### src/hw/apb_subsys_pkg.sv
// APB subsystem shared definitions
`default_nettype none

package apb_subsys_pkg;

  // ========================================
  // Widths
  // ========================================
  typedef logic [31:0] addr_t;  // AHB and APB address
  typedef logic [31:0] data_t;  // Bus data word
  typedef logic [15:0] gpio_t;  // GPIO pins
  typedef logic [7:0]  byte_t;  // UART character
  typedef logic [15:0] div_t;   // UART cycles per bit

  // AHB transfer types
  localparam logic [1:0] HTRANS_IDLE   = 2'b00;
  localparam logic [1:0] HTRANS_BUSY   = 2'b01;
  localparam logic [1:0] HTRANS_NONSEQ = 2'b10;
  localparam logic [1:0] HTRANS_SEQ    = 2'b11;

  // Only low bit of hresp modelled
  localparam logic HRESP_OKAY  = 1'b0;
  localparam logic HRESP_ERROR = 1'b1;

  // ========================================
  // Address map, haddr[15:12]
  // ========================================
  localparam logic [3:0] SEL_GPIO = 4'h1;
  localparam logic [3:0] SEL_UART = 4'h2;

  // Register offsets, paddr[7:0]
  localparam logic [7:0] GPIO_DOUT   = 8'h00;
  localparam logic [7:0] GPIO_OE     = 8'h04;
  localparam logic [7:0] GPIO_DIN    = 8'h08;
  localparam logic [7:0] UART_TXDATA = 8'h00;
  localparam logic [7:0] UART_STATUS = 8'h04;
  localparam logic [7:0] UART_DIV    = 8'h08;

  localparam div_t UART_DIV_RESET = 16'd4;  // Divisor out of reset

  // FSM states
  typedef enum logic [1:0] {BR_IDLE, BR_SETUP, BR_ACCESS, BR_ERROR} bridge_state_e;
  typedef enum logic [1:0] {UART_IDLE, UART_START, UART_DATA, UART_STOP} uart_state_e;

endpackage

`default_nettype wire
### src/hw/apb_subsys_top.sv
// APB subsystem top level
`default_nettype none

module apb_subsys_top (
  input  wire                   tb_hclk14,
  input  wire                   hresetn14,
  // AHB-lite
  input  logic                  i_hsel,
  input  logic                  i_hready_in,
  input  logic                  i_hwrite,
  input  logic [1:0]            i_htrans,
  input  apb_subsys_pkg::addr_t i_haddr,
  input  apb_subsys_pkg::data_t i_hwdata,
  output apb_subsys_pkg::data_t o_hrdata,
  output logic                  o_hready,
  output logic                  o_hresp,
  // Pins
  input  apb_subsys_pkg::gpio_t i_gpio_in,
  output apb_subsys_pkg::gpio_t o_gpio_out,
  output apb_subsys_pkg::gpio_t o_gpio_oe,
  output logic                  o_uart_txd
);

  import apb_subsys_pkg::*;

  // ========================================
  // Shared APB bus
  // ========================================
  addr_t paddr;
  data_t pwdata;
  logic  pwrite;
  logic  penable;
  logic  psel_gpio;
  logic  psel_uart;
  data_t prdata_gpio;  // Per peripheral read data
  data_t prdata_uart;

  ahb_apb_bridge u_bridge (
    .tb_hclk14     (tb_hclk14),
    .hresetn14     (hresetn14),
    .i_hsel        (i_hsel),
    .i_hready_in   (i_hready_in),
    .i_hwrite      (i_hwrite),
    .i_htrans      (i_htrans),
    .i_haddr       (i_haddr),
    .i_hwdata      (i_hwdata),
    .o_hrdata      (o_hrdata),
    .o_hready      (o_hready),
    .o_hresp       (o_hresp),
    .o_paddr       (paddr),
    .o_pwrite      (pwrite),
    .o_penable     (penable),
    .o_psel_gpio   (psel_gpio),
    .o_psel_uart   (psel_uart),
    .o_pwdata      (pwdata),
    .i_prdata_gpio (prdata_gpio),
    .i_prdata_uart (prdata_uart)
  );

  apb_gpio u_gpio (
    .tb_hclk14  (tb_hclk14),
    .hresetn14  (hresetn14),
    .i_psel     (psel_gpio),
    .i_penable  (penable),
    .i_pwrite   (pwrite),
    .i_paddr    (paddr),
    .i_pwdata   (pwdata),
    .o_prdata   (prdata_gpio),
    .i_gpio_in  (i_gpio_in),
    .o_gpio_out (o_gpio_out),
    .o_gpio_oe  (o_gpio_oe)
  );

  apb_uart_tx u_uart (
    .tb_hclk14  (tb_hclk14),
    .hresetn14  (hresetn14),
    .i_psel     (psel_uart),
    .i_penable  (penable),
    .i_pwrite   (pwrite),
    .i_paddr    (paddr),
    .i_pwdata   (pwdata),
    .o_prdata   (prdata_uart),
    .o_uart_txd (o_uart_txd)
  );

endmodule

`default_nettype wire

### src/hw/apb_uart_tx.sv
// APB UART transmitter
`default_nettype none

module apb_uart_tx (
  input  wire                   tb_hclk14,
  input  wire                   hresetn14,
  // APB slave
  input  logic                  i_psel,
  input  logic                  i_penable,
  input  logic                  i_pwrite,
  input  apb_subsys_pkg::addr_t i_paddr,
  input  apb_subsys_pkg::data_t i_pwdata,
  output apb_subsys_pkg::data_t o_prdata,
  // Serial line
  output logic                  o_uart_txd
);

  import apb_subsys_pkg::*;

  uart_state_e state_q;

  div_t       div_q;    // Cycles per bit
  div_t       cyc_q;    // Cycle within bit
  logic [2:0] bit_q;    // Data bit index
  byte_t      shift_q;  // LSB goes out first

  div_t       div_eff;
  logic       bit_end;
  logic       wr_en;
  logic       tx_wr;
  logic       div_wr;
  logic       busy;

  assign wr_en  = i_psel && i_penable && i_pwrite;
  assign tx_wr  = wr_en && (i_paddr[7:0] == UART_TXDATA);
  assign div_wr = wr_en && (i_paddr[7:0] == UART_DIV);

  assign div_eff = (div_q == '0) ? div_t'(1) : div_q;  // Zero acts as one
  assign bit_end = (cyc_q == div_eff - div_t'(1));
  assign busy    = (state_q != UART_IDLE);

  // ========================================
  // Frame FSM
  // ========================================
  always_ff @(posedge tb_hclk14) begin
    if (!hresetn14) begin
      state_q <= UART_IDLE;
      div_q   <= UART_DIV_RESET;
      cyc_q   <= '0;
      bit_q   <= '0;
    end else begin
      if (div_wr) div_q <= i_pwdata[15:0];
      cyc_q <= bit_end ? '0 : cyc_q + div_t'(1);  // Bit timer
      unique case (state_q)
        UART_IDLE: begin
          cyc_q <= '0;
          if (tx_wr) state_q <= UART_START;  // Writes while busy dropped
        end
        UART_START: begin
          if (bit_end) begin
            bit_q   <= '0;
            state_q <= UART_DATA;
          end
        end
        UART_DATA: begin
          if (bit_end) begin
            if (bit_q == 3'd7) state_q <= UART_STOP;
            bit_q <= bit_q + 3'd1;
          end
        end
        UART_STOP: begin
          if (bit_end) state_q <= UART_IDLE;
        end
        default: state_q <= UART_IDLE;
      endcase
    end
  end

  // Shift register
  always_ff @(posedge tb_hclk14) begin
    if (state_q == UART_IDLE && tx_wr) begin
      shift_q <= i_pwdata[7:0];
    end else if (state_q == UART_DATA && bit_end) begin
      shift_q <= shift_q >> 1;
    end
  end

  // Line idles high
  always_comb begin
    case (state_q)
      UART_START: o_uart_txd = 1'b0;
      UART_DATA:  o_uart_txd = shift_q[0];
      default:    o_uart_txd = 1'b1;  // Idle and stop bit
    endcase
  end

  // Read mux, TXDATA is write only
  always_comb begin
    case (i_paddr[7:0])
      UART_STATUS: o_prdata = {31'b0, busy};
      UART_DIV:    o_prdata = {16'b0, div_q};
      default:     o_prdata = '0;
    endcase
  end

endmodule

`default_nettype wire

### src/hw/apb_gpio.sv
// APB GPIO port
`default_nettype none

module apb_gpio (
  input  wire                   tb_hclk14,
  input  wire                   hresetn14,
  // APB slave
  input  logic                  i_psel,
  input  logic                  i_penable,
  input  logic                  i_pwrite,
  input  apb_subsys_pkg::addr_t i_paddr,
  input  apb_subsys_pkg::data_t i_pwdata,
  output apb_subsys_pkg::data_t o_prdata,
  // Pins
  input  apb_subsys_pkg::gpio_t i_gpio_in,
  output apb_subsys_pkg::gpio_t o_gpio_out,
  output apb_subsys_pkg::gpio_t o_gpio_oe
);

  import apb_subsys_pkg::*;

  gpio_t dout_q;   // Output value
  gpio_t oe_q;     // Output enable
  gpio_t sync1_q;  // Input synchronizer
  gpio_t sync2_q;

  logic  wr_en;
  logic [7:0] offset;

  assign offset = i_paddr[7:0];
  assign wr_en  = i_psel && i_penable && i_pwrite;  // Access cycle only

  // ========================================
  // Registers
  // ========================================
  always_ff @(posedge tb_hclk14) begin
    if (!hresetn14) begin
      dout_q  <= '0;
      oe_q    <= '0;  // All pins inputs
      sync1_q <= '0;
      sync2_q <= '0;
    end else begin
      sync1_q <= i_gpio_in;
      sync2_q <= sync1_q;
      if (wr_en && offset == GPIO_DOUT) dout_q <= i_pwdata[15:0];
      if (wr_en && offset == GPIO_OE)   oe_q   <= i_pwdata[15:0];
      // DIN is read only
    end
  end

  // Read mux, unknown offsets give 0
  always_comb begin
    case (offset)
      GPIO_DOUT: o_prdata = {16'b0, dout_q};
      GPIO_OE:   o_prdata = {16'b0, oe_q};
      GPIO_DIN:  o_prdata = {16'b0, sync2_q};
      default:   o_prdata = '0;
    endcase
  end

  assign o_gpio_out = dout_q;
  assign o_gpio_oe  = oe_q;

endmodule

`default_nettype wire

### src/hw/ahb_apb_bridge.sv
// AHB-lite to APB bridge
`default_nettype none

module ahb_apb_bridge (
  input  wire                   tb_hclk14,
  input  wire                   hresetn14,
  // AHB-lite slave side
  input  logic                  i_hsel,
  input  logic                  i_hready_in,
  input  logic                  i_hwrite,
  input  logic [1:0]            i_htrans,
  input  apb_subsys_pkg::addr_t i_haddr,
  input  apb_subsys_pkg::data_t i_hwdata,
  output apb_subsys_pkg::data_t o_hrdata,
  output logic                  o_hready,
  output logic                  o_hresp,
  // APB master side
  output apb_subsys_pkg::addr_t o_paddr,
  output logic                  o_pwrite,
  output logic                  o_penable,
  output logic                  o_psel_gpio,
  output logic                  o_psel_uart,
  output apb_subsys_pkg::data_t o_pwdata,
  input  apb_subsys_pkg::data_t i_prdata_gpio,
  input  apb_subsys_pkg::data_t i_prdata_uart
);

  import apb_subsys_pkg::*;

  bridge_state_e state_q, state_d;

  logic  err_last_q;   // Second cycle of error response
  logic  write_q;
  logic  sel_gpio_q;
  logic  sel_uart_q;
  addr_t addr_q;
  data_t pwdata_q;
  data_t hrdata_q;

  logic  xfer_req;
  logic  accept;
  logic  hit_gpio;
  logic  hit_uart;

  // ========================================
  // Address phase
  // ========================================
  assign xfer_req = i_hsel && i_hready_in &&
                    (i_htrans == HTRANS_NONSEQ || i_htrans == HTRANS_SEQ);
  assign accept   = xfer_req && o_hready;  // Only when bridge is free

  assign hit_gpio = (i_haddr[15:12] == SEL_GPIO);
  assign hit_uart = (i_haddr[15:12] == SEL_UART);

  // Next state
  always_comb begin
    state_d = state_q;
    unique case (state_q)
      BR_IDLE: begin
        if (accept) state_d = (hit_gpio || hit_uart) ? BR_SETUP : BR_ERROR;
      end
      BR_SETUP:  state_d = BR_ACCESS;  // Always one setup cycle
      BR_ACCESS: state_d = BR_IDLE;    // No wait states
      BR_ERROR: begin
        if (err_last_q) begin
          // Back to back transfer allowed in last error cycle
          if (accept) state_d = (hit_gpio || hit_uart) ? BR_SETUP : BR_ERROR;
          else        state_d = BR_IDLE;
        end
      end
      default: state_d = BR_IDLE;
    endcase
  end

  // ========================================
  // Control registers
  // ========================================
  always_ff @(posedge tb_hclk14) begin
    if (!hresetn14) begin
      state_q    <= BR_IDLE;
      err_last_q <= 1'b0;
      write_q    <= 1'b0;
      sel_gpio_q <= 1'b0;
      sel_uart_q <= 1'b0;
    end else begin
      state_q    <= state_d;
      err_last_q <= (state_q == BR_ERROR) && !err_last_q;  // Two-cycle response
      if (accept) begin
        write_q    <= i_hwrite;
        sel_gpio_q <= hit_gpio;
        sel_uart_q <= hit_uart;
      end
    end
  end

  // Payload, no reset needed
  always_ff @(posedge tb_hclk14) begin
    if (accept) addr_q <= i_haddr;
    if (state_q == BR_SETUP) pwdata_q <= i_hwdata;   // AHB data phase
    if (state_q == BR_ACCESS) begin
      hrdata_q <= sel_gpio_q ? i_prdata_gpio : i_prdata_uart;  // Read mux
    end
  end

  // ========================================
  // Outputs
  // ========================================
  assign o_paddr   = addr_q;
  assign o_pwrite  = write_q;
  assign o_pwdata  = pwdata_q;
  assign o_penable = (state_q == BR_ACCESS);

  // Select held through setup and access
  assign o_psel_gpio = sel_gpio_q && (state_q == BR_SETUP || state_q == BR_ACCESS);
  assign o_psel_uart = sel_uart_q && (state_q == BR_SETUP || state_q == BR_ACCESS);

  assign o_hready = (state_q == BR_IDLE) || (state_q == BR_ERROR && err_last_q);
  assign o_hresp  = (state_q == BR_ERROR) ? HRESP_ERROR : HRESP_OKAY;
  assign o_hrdata = hrdata_q;

endmodule

`default_nettype wire

### config.mk
export PLATFORM = sky130hd
export DESIGN_NAME = apb_subsys_top
export DESIGN_NICKNAME = d
export VERILOG_FILES = /design/src/hw/apb_subsys_pkg.sv /design/src/hw/apb_subsys_top.sv /design/src/hw/apb_uart_tx.sv /design/src/hw/apb_gpio.sv /design/src/hw/ahb_apb_bridge.sv
export SDC_FILE = /design/constraint.sdc
export NUM_CORES = 1
export LEC_CHECK = 0
export BUFFER_PORTS_ARGS = -buffer_cell sky130_fd_sc_hd__buf_2
export CAP_MARGIN = 20
export CORE_UTILIZATION = 50
export CTS_BUF_LIST = sky130_fd_sc_hd__clkbuf_16
export DETAILED_ROUTE_END_ITERATION = 10
export MAX_ROUTING_LAYER = met4
export PLACE_DENSITY = 0.77
export SLEW_MARGIN = 0
export SYNTH_ARGS = -nofsm -noshare
export SYNTH_HDL_FRONTEND = slang
export SYNTH_HIERARCHICAL = 1
export SYNTH_SLANG_ARGS = --single-unit
### constraint.sdc
create_clock -name tb_hclk14 -period 11.41 [get_ports tb_hclk14]
set_input_delay 1.141 -clock tb_hclk14 [delete_from_list [all_inputs] [get_ports tb_hclk14]]
set_output_delay 1.141 -clock tb_hclk14 [all_outputs]
set_load 0.02 [all_outputs]
==> metrics.md, run 1 <==
| Metric | Value |
|---|---|
| Mapped Cells | 758 |
| Total clock sinks | 171 |
| Share of layout cells above drive strength 1 | 26.2% |
| Peak VDD IR | 157 uV |
| Post-CTS Hold Buffers | 0 |
| Critical Path, Cell by Cell | or4_1, nor4_1, a21oi_1, ha_1, or3b_2, o21ai_0, a221oi_2, nand4_1, or4_4, nor3_1, nand2_1, nand2_1 |
| Endpoints failing setup | 0 |
| Hold path depth | 1 |
| Routed Antenna Nets | 0 |
| CTS buffer count | 17 |
| Total core area | 15400 um2 |
| DP HPWL | 12100 um |
| Post-CTS Resized | 0 |
| Leak pwr | 0.00352 uW |
| Period utilisation layout | 38.9% |
| Worst Hold End | u_gpio/sync2_q[5] |
| Postcts setup bufs | 0 |
| Setup TNS | 0 ps |
| CP required | 11500 ps |
| Internal reg-to-reg setup slack | 6980 ps |
| CP Data Arrival Time | 4530 ps |
| P_int | 1120 uW |
| Worst R2R End | u_uart/shift_q[5] |
| Worst Tran Pin Value | 956 ps |
| Vias per inst | 5.24 |
| DR pass1 iterations | 5 |
| Logic pwr share | 11.6% |
| Max Cap Viol | 0 |
| Min-Delay Path Class | register to register |
| Path depth of the worst reg2reg path | 12 |
| Vias in the first global route | 5137 |
| Startpoint type of the worst setup path | register |
| Non-Filler Instances | 1082 |
| IO Pins | 154 |
| WS Path Type | register to register |
| Min Tclk post-route | 4430 ps |
| Die area | 16600 um2 |
| Clock share of power | 39.5% |
| Highest-delay cell along the critical path | nor4_1 |
| Cell Rows | 45 |
| TritonCTS clock tree | done |
| H-tree Lvls | 4 |
| Rel. slew slack | 36.3% |
| Mapped cell area | 8030 um2 |
| Max clock buf depth | 2 |
| Via Count | 5668 |
| Clock root buffer | clkbuf_16 |
| Final net count | 958 |
| Clock skew | 7.67 ps |
| RD Place Congestion | 0.884 |
| Hold_sp | u_gpio/sync1_q[5] |
| Filler cells | 1266 |
| Area grow syn2layout | 15.3% |
| Routed len/inst | 16.1 um |
| Die width | 129 um |
| GRT Overall Usage | 22.6% |
| DR DRC count | 0 |
| Most common cell after layout, fill and taps aside | buf_2 |
| Warnings, synthesis | 6 |
| Final wirelength | 17500 um |
| Final hold viol count | 0 |
| 1st-iter DRT viols | 554 |
| Register share of total power | 48.9% |
| Pwr/cell area | 163 nW/um2 |
| Status | finished, final reports clean |
| Crit-path max FO | 8 |
| Die Y | 129 um |
| Avg Inst Size Synth | 10.6 um2 |
| RR Startpoint | u_uart/div_q[12] |
| Reg area | 4060 um2 |
| Net Sw Frac | 25.9% |
| Initial antenna violation count | 0 |
| GRT overflow | 0 |
| RSZ-0062 raised after global routing | false |
| Sw power | 390 uW |
| Largest net degree at the start of global routing | 110 |
| Crit path top cell by count | nand2_1 |
| Most frequent cells in the layout | buf_2, nand2_1, dfxtp_1 |
| Slew Viols, Final | 0 |
| First-pass GRT wire length | 27200 um |
| Port Buffers | 116 |
| F_max | 225 MHz |
| Critical path endpoint category | register |
| Antenna diodes | 0 |
| Area of the multi-input gates | 3610 um2 |
| Initial cell density of the core | 52.1% |
| Max incr delay on CP | 630 ps |
| Cell count after placement | 1048 |
| Worst-skew pair later-pin latency | 430 ps |
| Clock slew at reported path FFs | 70 ps |
-- how the worst max path moves through the flow --
| stage | startpoint | endpoint | slack, ps | cells past startpoint |
|---|---|---|---|---|
| 6_report | u_uart/div_q[12] | u_uart/shift_q[5] | 6980 | 12 |
| 3_3_place_gp | u_uart/div_q[12] | u_uart/shift_q[4] | 7060 | 12 |
| 5_1_grt | u_uart/div_q[13] | u_uart/shift_q[5] | 6700 | 12 |
| 4_1_cts | u_uart/div_q[12] | u_uart/shift_q[4] | 6970 | 12 |
| 2_1_floorplan | u_uart/div_q[13] | u_uart/state_q[1] | 7600 | 13 |
| 3_5_place_dp | u_uart/div_q[12] | u_uart/shift_q[5] | 7050 | 12 |
-- worst max-delay path, delay by kind of cell (launching register included) --
family	cells	cell delay (ps)
simple gates	8	2800
compound gates	3	630
fa+ha+maj	1	270
flops	1	400
-- routing by layer --
metal / vias up / part of all wire (%) / track usage (%) / routed length (um)
li1: 2778 / - / - / -
met1: 2645 / 46 / 30.8 / 8080
met2: 235 / 45 / 33.1 / 7840
met3: 10 / 8.0 / 5.86 / 1390
met4: 0 / 0.83 / 6.02 / 144
met5: - / 0 / - / 0
-- flip-flops by register name, indices dropped and copies added, names as in the netlist --
name,cells
u_bridge/err_last_q,1
u_bridge/o_hrdata,32
u_bridge/o_paddr,8
u_bridge/o_pwdata,16
u_bridge/o_pwrite,1
u_bridge/sel_gpio_q,1
u_bridge/sel_uart_q,1
u_bridge/state_q,2
u_gpio/o_gpio_oe,16
u_gpio/o_gpio_out,16
u_gpio/sync1_q,16
u_gpio/sync2_q,16
u_uart/bit_q,3
u_uart/cyc_q,16
u_uart/div_q,16
u_uart/shift_q,8
u_uart/state_q,2
-- final cells by class --
class / instances / share of cell area (%)
Clock buffer: 21 / 5.67
Clock inverter: 11 / 1.09
Inverter: 10 / 0.405
Multi-Input combinational cell: 535 / 39.0
Sequential cell: 171 / 43.9
Tap cell: 211 / 2.85
Timing Repair Buffer: 123 / 7.05
-- power groups by stage --
stage               logic, uW  clock network (uW)  registers [uW]
floorplan                81.3                   0             780
global placement          169                   0             750
detailed placement        171                   0             751
CTS                       172                 602             739
global route              188                 628             744
finish                    175                 595             737
-- stage by stage --
step	setup WS (ps)	power, uW	util, %	hold slack, ps	instance area, um2
final	6980	1510	60.0	432	9260
after global placement	7060	919	55.7	420	8600
after global routing	6700	1560	60.0	447	9260
after floorplan	7600	862	-	412	8140
after CTS	6970	1510	59.8	434	9230
after detailed placement	7050	922	55.7	419	8600
No activity file was read; power rests on OpenSTA's default activity.
==> run 2: changes to the inputs <==
- PLACE_DENSITY: 0.77 -> 0.8
- clock period: 11.41 -> 3.8 ns (I/O delays scaled with it)
==> run 2 against run 1 <==
  * Die area unchanged
  * Critical path type unchanged
  * Largest power group unchanged
  * Global-route usage is 0.39 points higher
  * Highest routed layer unchanged
  * Register-to-register slack lost 6800 ps
  * Largest cell class unchanged
  * Wire length up 2.4%
  * Sequential cell count unchanged
  * Sequential share of layout area fell by 1.3 points
  * Worst setup slack worse by 6800 ps
  * First-iteration DRC count decreased by 37%
==> metrics.md, run 2 (synthesized netlist as in run 1, its figures left out) <==
| Metric | Value |
|---|---|
| Placed Area | 8830 um2 (+2.8%) |
| H-tree Lvls | 4 (unchanged) |
| RSZ-0062 raised after global routing | false |
| CP bufs+invs | 1 (+1) |
| CTS buffer count | 17 (unchanged) |
| Max incr delay on CP | 630 ps (about the same) |
| Vias per inst | 5.18 (-1.2%) |
| Post-CTS Hold Buffers | 0 (unchanged) |
| Routed Antenna Nets | 0 (unchanged) |
| Worst Tran Pin Value | 823 ps (-133 ps) |
| Most common cell after layout, fill and taps aside | buf_2 |
| Most frequent cells in the layout | buf_2, nand2_1, dfxtp_1 |
| Sw power | 1150 uW (+200%) |
| Clock share of power | 39.5% (about the same) |
| Total core area | 15400 um2 (unchanged) |
| Design Area, Final | 9550 um2 (+3.2%) |
| Clock slew at reported path FFs | 60 ps (about the same) |
| CP required | 4160 ps (-7340 ps) |
| Cell count after placement | 1077 (+2.8%) |
| Share of layout cells above drive strength 1 | 29.4% (+3.3 points) |
| Worst hold slack | 122 ps (-310 ps) |
| Initial cell density of the core | 52.1% (unchanged) |
| Total clock sinks | 171 (unchanged) |
| TritonCTS clock tree | done |
| Antenna diodes | 0 (unchanged) |
| Area grow syn2layout | 18.9% |
| F_max | 274 MHz (+21%) |
| P_int | 3380 uW (+200%) |
| Largest net degree at the start of global routing | 52 (-53%) |
| First-pass GRT wire length | 27800 um (+2.5%) |
| DR DRC count | 0 (unchanged) |
| Max clock buf depth | 2 (unchanged) |
| Port Buffers | 116 (unchanged) |
| Vias in the first global route | 5411 (+5.3%) |
| IO Pins | 154 (unchanged) |
| Critical path endpoint category | register |
| Die Y | 129 um (unchanged) |
| CP Data Arrival Time | 4010 ps (-520 ps) |
| Die width | 129 um (unchanged) |
| Final wirelength | 17900 um (+2.4%) |
| Leak pwr | 0.00370 uW (+4.9%) |
| Highest-delay cell along the critical path | or4_4 |
| Crit-path max FO | 6 (-2) |
| Die area | 16600 um2 (unchanged) |
| Final core utilization | 61.9% (+1.9 points) |
| Period utilisation layout | 96.2% (+57 points) |
| DR pass1 iterations | 5 (unchanged) |
| Clock root buffer | clkbuf_16 |
| Max FFs per register | 32 (unchanged) |
| Slew Viols, Final | 0 (unchanged) |
| WS Path Type | register to register |
| Pre-CTS setup slack | -36.5 ps (-7080 ps) |
| Status | finished, final reports clean |
| GRT Overall Usage | 22.9% (+0.39 points) |
| Logic pwr share | 11.7% (about the same) |
| Peak VDD IR | 373 uV (+140%) |
| Initial antenna violation count | 0 (unchanged) |
| Non-Filler Instances | 1111 (+2.7%) |
| Via Count | 5751 (+1.5%) |
| Final net count | 987 (+3.0%) |
| Min Tclk post-route | 3650 ps (-781 ps) |
| DP HPWL | 12800 um (+5.1%) |
| Register share of total power | 48.8% (about the same) |
| Startpoint type of the worst setup path | register |
| Min-Delay Path Class | primary input to register |
| Net Sw Frac | 25.4% (-0.44 points) |
| Filler cells | 1257 (-0.71%) |
| Clock skew | 7.73 ps (+0.0544 ps) |
| GRT overflow | 0 (unchanged) |
| Crit path top cell by count | or4_4 |
| Crit path max-delay family | simple AND/OR/NAND/NOR gates |
| Final Worst Setup Slack | 146 ps (-6830 ps) |
| Rel. slew slack | 45.1% (+8.9 points) |
| Worst-skew pair later-pin latency | 430 ps (about the same) |
| Pwr/cell area | 475 nW/um2 (+190%) |
| Final hold viol count | 0 (unchanged) |
| Cell Rows | 45 (unchanged) |
| Critical Path, Cell by Cell | or4_4, nor3_2, a21oi_2, ha_2, buf_4, nor3b_1, xnor2_1, a22oi_1, a32oi_1, or4_4, o32a_1, a211oi_2, mux2i_1 |
| RD Place Congestion | 0.889 (+0.53%) |
| Routed len/inst | 16.1 um (-0.31%) |
| 1st-iter DRT viols | 349 (-37%) |
| Max Cap Viol | 0 (unchanged) |
| Endpoints failing setup | 0 (unchanged) |
run 2: power groups by stage:
stage | combinational (uW) | sequential, uW | clock (uW)
after detailed placement | 520 | 2260 | 0
after global placement | 513 | 2250 | 0
final | 531 | 2220 | 1790
after global routing | 577 | 2230 | 1900
after floorplan | 244 | 2340 | 0
after CTS | 526 | 2220 | 1830
run 2: metrics by stage:
stage / TNS [ps] / total power (uW)
finish: 0 / 4540
global route: 0 / 4700
CTS: 0 / 4570
detailed placement: -36.5 / 2780
global placement: 0 / 2770
floorplan: 0 / 2590
run 2: final cells by class:
class / count / area, um2 / area share, %
Clock buffer: 17 / 425 / 4.45
Clock inverter: 15 / 184 / 1.93
Inverter: 10 / 37.5 / 0.393
Multi-Input combinational cell: 535 / 3690 / 38.7
Sequential cell: 171 / 4070 / 42.6
Tap cell: 211 / 264 / 2.76
Timing Repair Buffer: 152 / 883 / 9.25
run 2: what timing repair did:
item / CTS / global route
setup buffers: 1 / 0
endpoints found under the setup margin: 9 / 13
pin swaps: 5 / 5
resized for setup: 3 / 13
run 2: final timing paths:
path | endpoint | start | slack, ps | cells after the start
setup reg to reg | u_uart/state_q[1] | u_uart/div_q[4] | 150 | 13
hold reg to reg | u_gpio/sync2_q[5] | u_gpio/sync1_q[5] | 430 | 1
hold / removal | u_bridge/o_pwdata[6] | i_hwdata[6] | 120 | 1
setup / recovery | u_uart/state_q[1] | u_uart/div_q[4] | 150 | 13
run 2: metal layers:
metal  vias up  track usage, %  part of all wire [%]
met5         -               -                     0
met4         0            5.74                   1.3
met3        21            5.41                   5.9
met2       184            34.6                    46
met1      2715            31.1                    47
li1       2831               -                     -
==> run 3: changes to the inputs <==
- MAX_ROUTING_LAYER: met4 -> unset
==> run 3 against run 2 <==
  * Global-route usage shrank 0.060 points
  * Cell count is the same
  * Critical endpoint unchanged
  * Largest cell class unchanged
  * Clock power shrank 6%
  * Clock skew grew 0.61 ps
==> metrics.md, run 3 (synthesized netlist as in run 1, its figures left out) <==
| Metric | Value |
|---|---|
| Status | finished, final reports clean |
| Most frequent cells in the layout | buf_2, nand2_1, dfxtp_1 |
| DR pass1 iterations | 6 (+1) |
| Crit path top cell by count | or4_4 |
| Vias in the first global route | 5645 (+4.3%) |
| Design Area, Final | 9540 um2 (-0.16%) |
| Final hold viol count | 0 (unchanged) |
| Worst Tran Pin Value | 822 ps (-0.480 ps) |
| Most common cell after layout, fill and taps aside | buf_2 |
| Non-Filler Instances | 1111 (unchanged) |
| Vias per inst | 5.27 (+1.7%) |
| Critical Path, Cell by Cell | or4_4, nor4_4, a21oi_2, ha_2, or3b_4, o21ai_2, a221oi_4, nand4_1, or4_4, o32a_1, a211oi_2, mux2i_1 |
| Crit-path max FO | 5 (-1) |
| GRT Overall Usage | 22.9% (-0.060 points) |
| Port Buffers | 116 (unchanged) |
| First-pass GRT wire length | 28800 um (+3.5%) |
| Max clock buf depth | 2 (unchanged) |
| Cell count after placement | 1077 (unchanged) |
| Routed Antenna Nets | 0 (unchanged) |
| Die area | 16600 um2 (unchanged) |
| CP Data Arrival Time | 4080 ps (+70 ps) |
| Max Cap Viol | 0 (unchanged) |
| Highest-delay cell along the critical path | or4_4 |
| Internal reg-to-reg setup slack | 90 ps (-60 ps) |
| Critical path endpoint category | register |
| Slew Viols, Final | 0 (unchanged) |
| Initial cell density of the core | 52.1% (unchanged) |
| RD Place Congestion | 0.888 (about the same) |
| Die Y | 129 um (unchanged) |
| Period utilisation layout | 97.7% (+1.5 points) |
| Endpoints failing setup | 0 (unchanged) |
| CP bufs+invs | 0 (-1) |
| TritonCTS clock tree | done |
| Worst-skew pair later-pin latency | 440 ps (about the same) |
| Routed len/inst | 16.2 um (+0.98%) |
| DP HPWL | 12700 um (-0.73%) |
| Clock skew | 8.34 ps (+0.614 ps) |
| CP required | 4170 ps (about the same) |
| Setup TNS | 0 ps (unchanged) |
| Share of layout cells above drive strength 1 | 30.3% (+0.89 points) |
| Area grow syn2layout | 18.8% |
| Crit path max-delay family | simple AND/OR/NAND/NOR gates |
| Startpoint type of the worst setup path | register |
| H-tree Lvls | 4 (unchanged) |
| F_max | 269 MHz (-1.6%) |
| Clock root buffer | clkbuf_16 |
| Leak pwr | 0.00369 uW (-0.31%) |
| GRT overflow | 0 (unchanged) |
| Rel. slew slack | 45.1% (-0.087 points) |
| CTS buffer count | 17 (unchanged) |
| Max FFs per register | 32 (unchanged) |
| WS Path Type | register to register |
| Antenna diodes | 0 (unchanged) |
| Pwr/cell area | 464 nW/um2 (-2.4%) |
| IO Pins | 154 (unchanged) |
| Clock slew at reported path FFs | 70 ps (about the same) |
| DR DRC count | 0 (unchanged) |
| Min Tclk post-route | 3710 ps (+58.0 ps) |
| Total clock sinks | 171 (unchanged) |
| Cell Rows | 45 (unchanged) |
| Die width | 129 um (unchanged) |
| Final net count | 987 (unchanged) |
| Max incr delay on CP | 570 ps (-60 ps) |
| Peak VDD IR | 339 uV (-9.0%) |
| Via Count | 5851 (+1.7%) |
| Final wirelength | 18000 um (+0.98%) |
| Largest net degree at the start of global routing | 66 (+27%) |
| Placed Area | 8830 um2 (unchanged) |
| Min-Delay Path Class | primary input to register |
| Total core area | 15400 um2 (unchanged) |
| Post-CTS Hold Buffers | 0 (unchanged) |
| Initial antenna violation count | 0 (unchanged) |
| RSZ-0062 raised after global routing | true |
| 1st-iter DRT viols | 427 (+22%) |
## run 3: cell types whose count changed in the layout (fill, tap and decap cells not counted), moves of 2 or more
cell	change
inv_1	-5
inv_6	+2
clkbuf_16	+2
bufinv_16	-4
clkinv_2	+2
buf_4	-2
clkinv_4	+2
## run 3: worst reg2reg max path, cell delays in order, from the launching register on
cell,delay (ps)
dfxtp_2,320
or4_4,560
nor4_4,270
a21oi_2,100
ha_2,190
or3b_4,270
o21ai_2,70
a221oi_4,300
nand4_1,150
or4_4,570
o32a_1,330
a211oi_2,290
mux2i_1,210
## run 3: through the flow
stage	utilization (%)	hold slack (ps)	total power (uW)	worst slack, ps
2_1_floorplan	-	412	2590	11.1
3_3_place_gp	57.3	418	2770	17.2
3_5_place_dp	57.3	419	2780	-24.3
4_1_cts	61.2	108	4450	3.06
5_1_grt	61.8	104	4590	-43.9
6_report	61.8	115	4420	87.9
## run 3: power by group
group	switching, uW	internal, uW
Clock	750	927
Sequential	94.2	2120
Combinational	356	176
Total	1200	3220
## run 3: metal layers
layer | global-route usage [%] | vias to the layer above | wire length, um
met5 | 0 | - | 0
met4 | 10.2 | 0 | 482
met3 | 4.03 | 35 | 1180
met2 | 35.3 | 239 | 8040
met1 | 31.5 | 2748 | 8340
li1 | - | 2829 | -
## run 3: area by class of cell
class / instances / area [um2]
Inverter: 10 / 37.5
Fill cell: 1255 / 5890
Clock inverter: 13 / 104
Multi-Input combinational cell: 535 / 3690
Tap cell: 211 / 264
Timing Repair Buffer: 152 / 900
Sequential cell: 171 / 4070
Clock buffer: 19 / 475
## run 3: timing repair
| item | 4_1_cts | 5_1_grt |
|---|---|---|
| hold endpoints to repair | 0 | 0 |
| resized for setup | 4 | 15 |
| setup buffers | 0 | 1 |
| pin swaps | 3 | 10 |
| setup endpoints to repair | 9 | 13 |
## run 3: worst paths after layout
kind,cells after the start,to,start
max,12,u_uart/state_q[1],u_uart/div_q[14]
min,1,u_bridge/o_paddr[6],i_haddr[6]
max reg2reg,12,u_uart/state_q[1],u_uart/div_q[14]
min reg2reg,1,u_gpio/sync2_q[4],u_gpio/sync1_q[4]
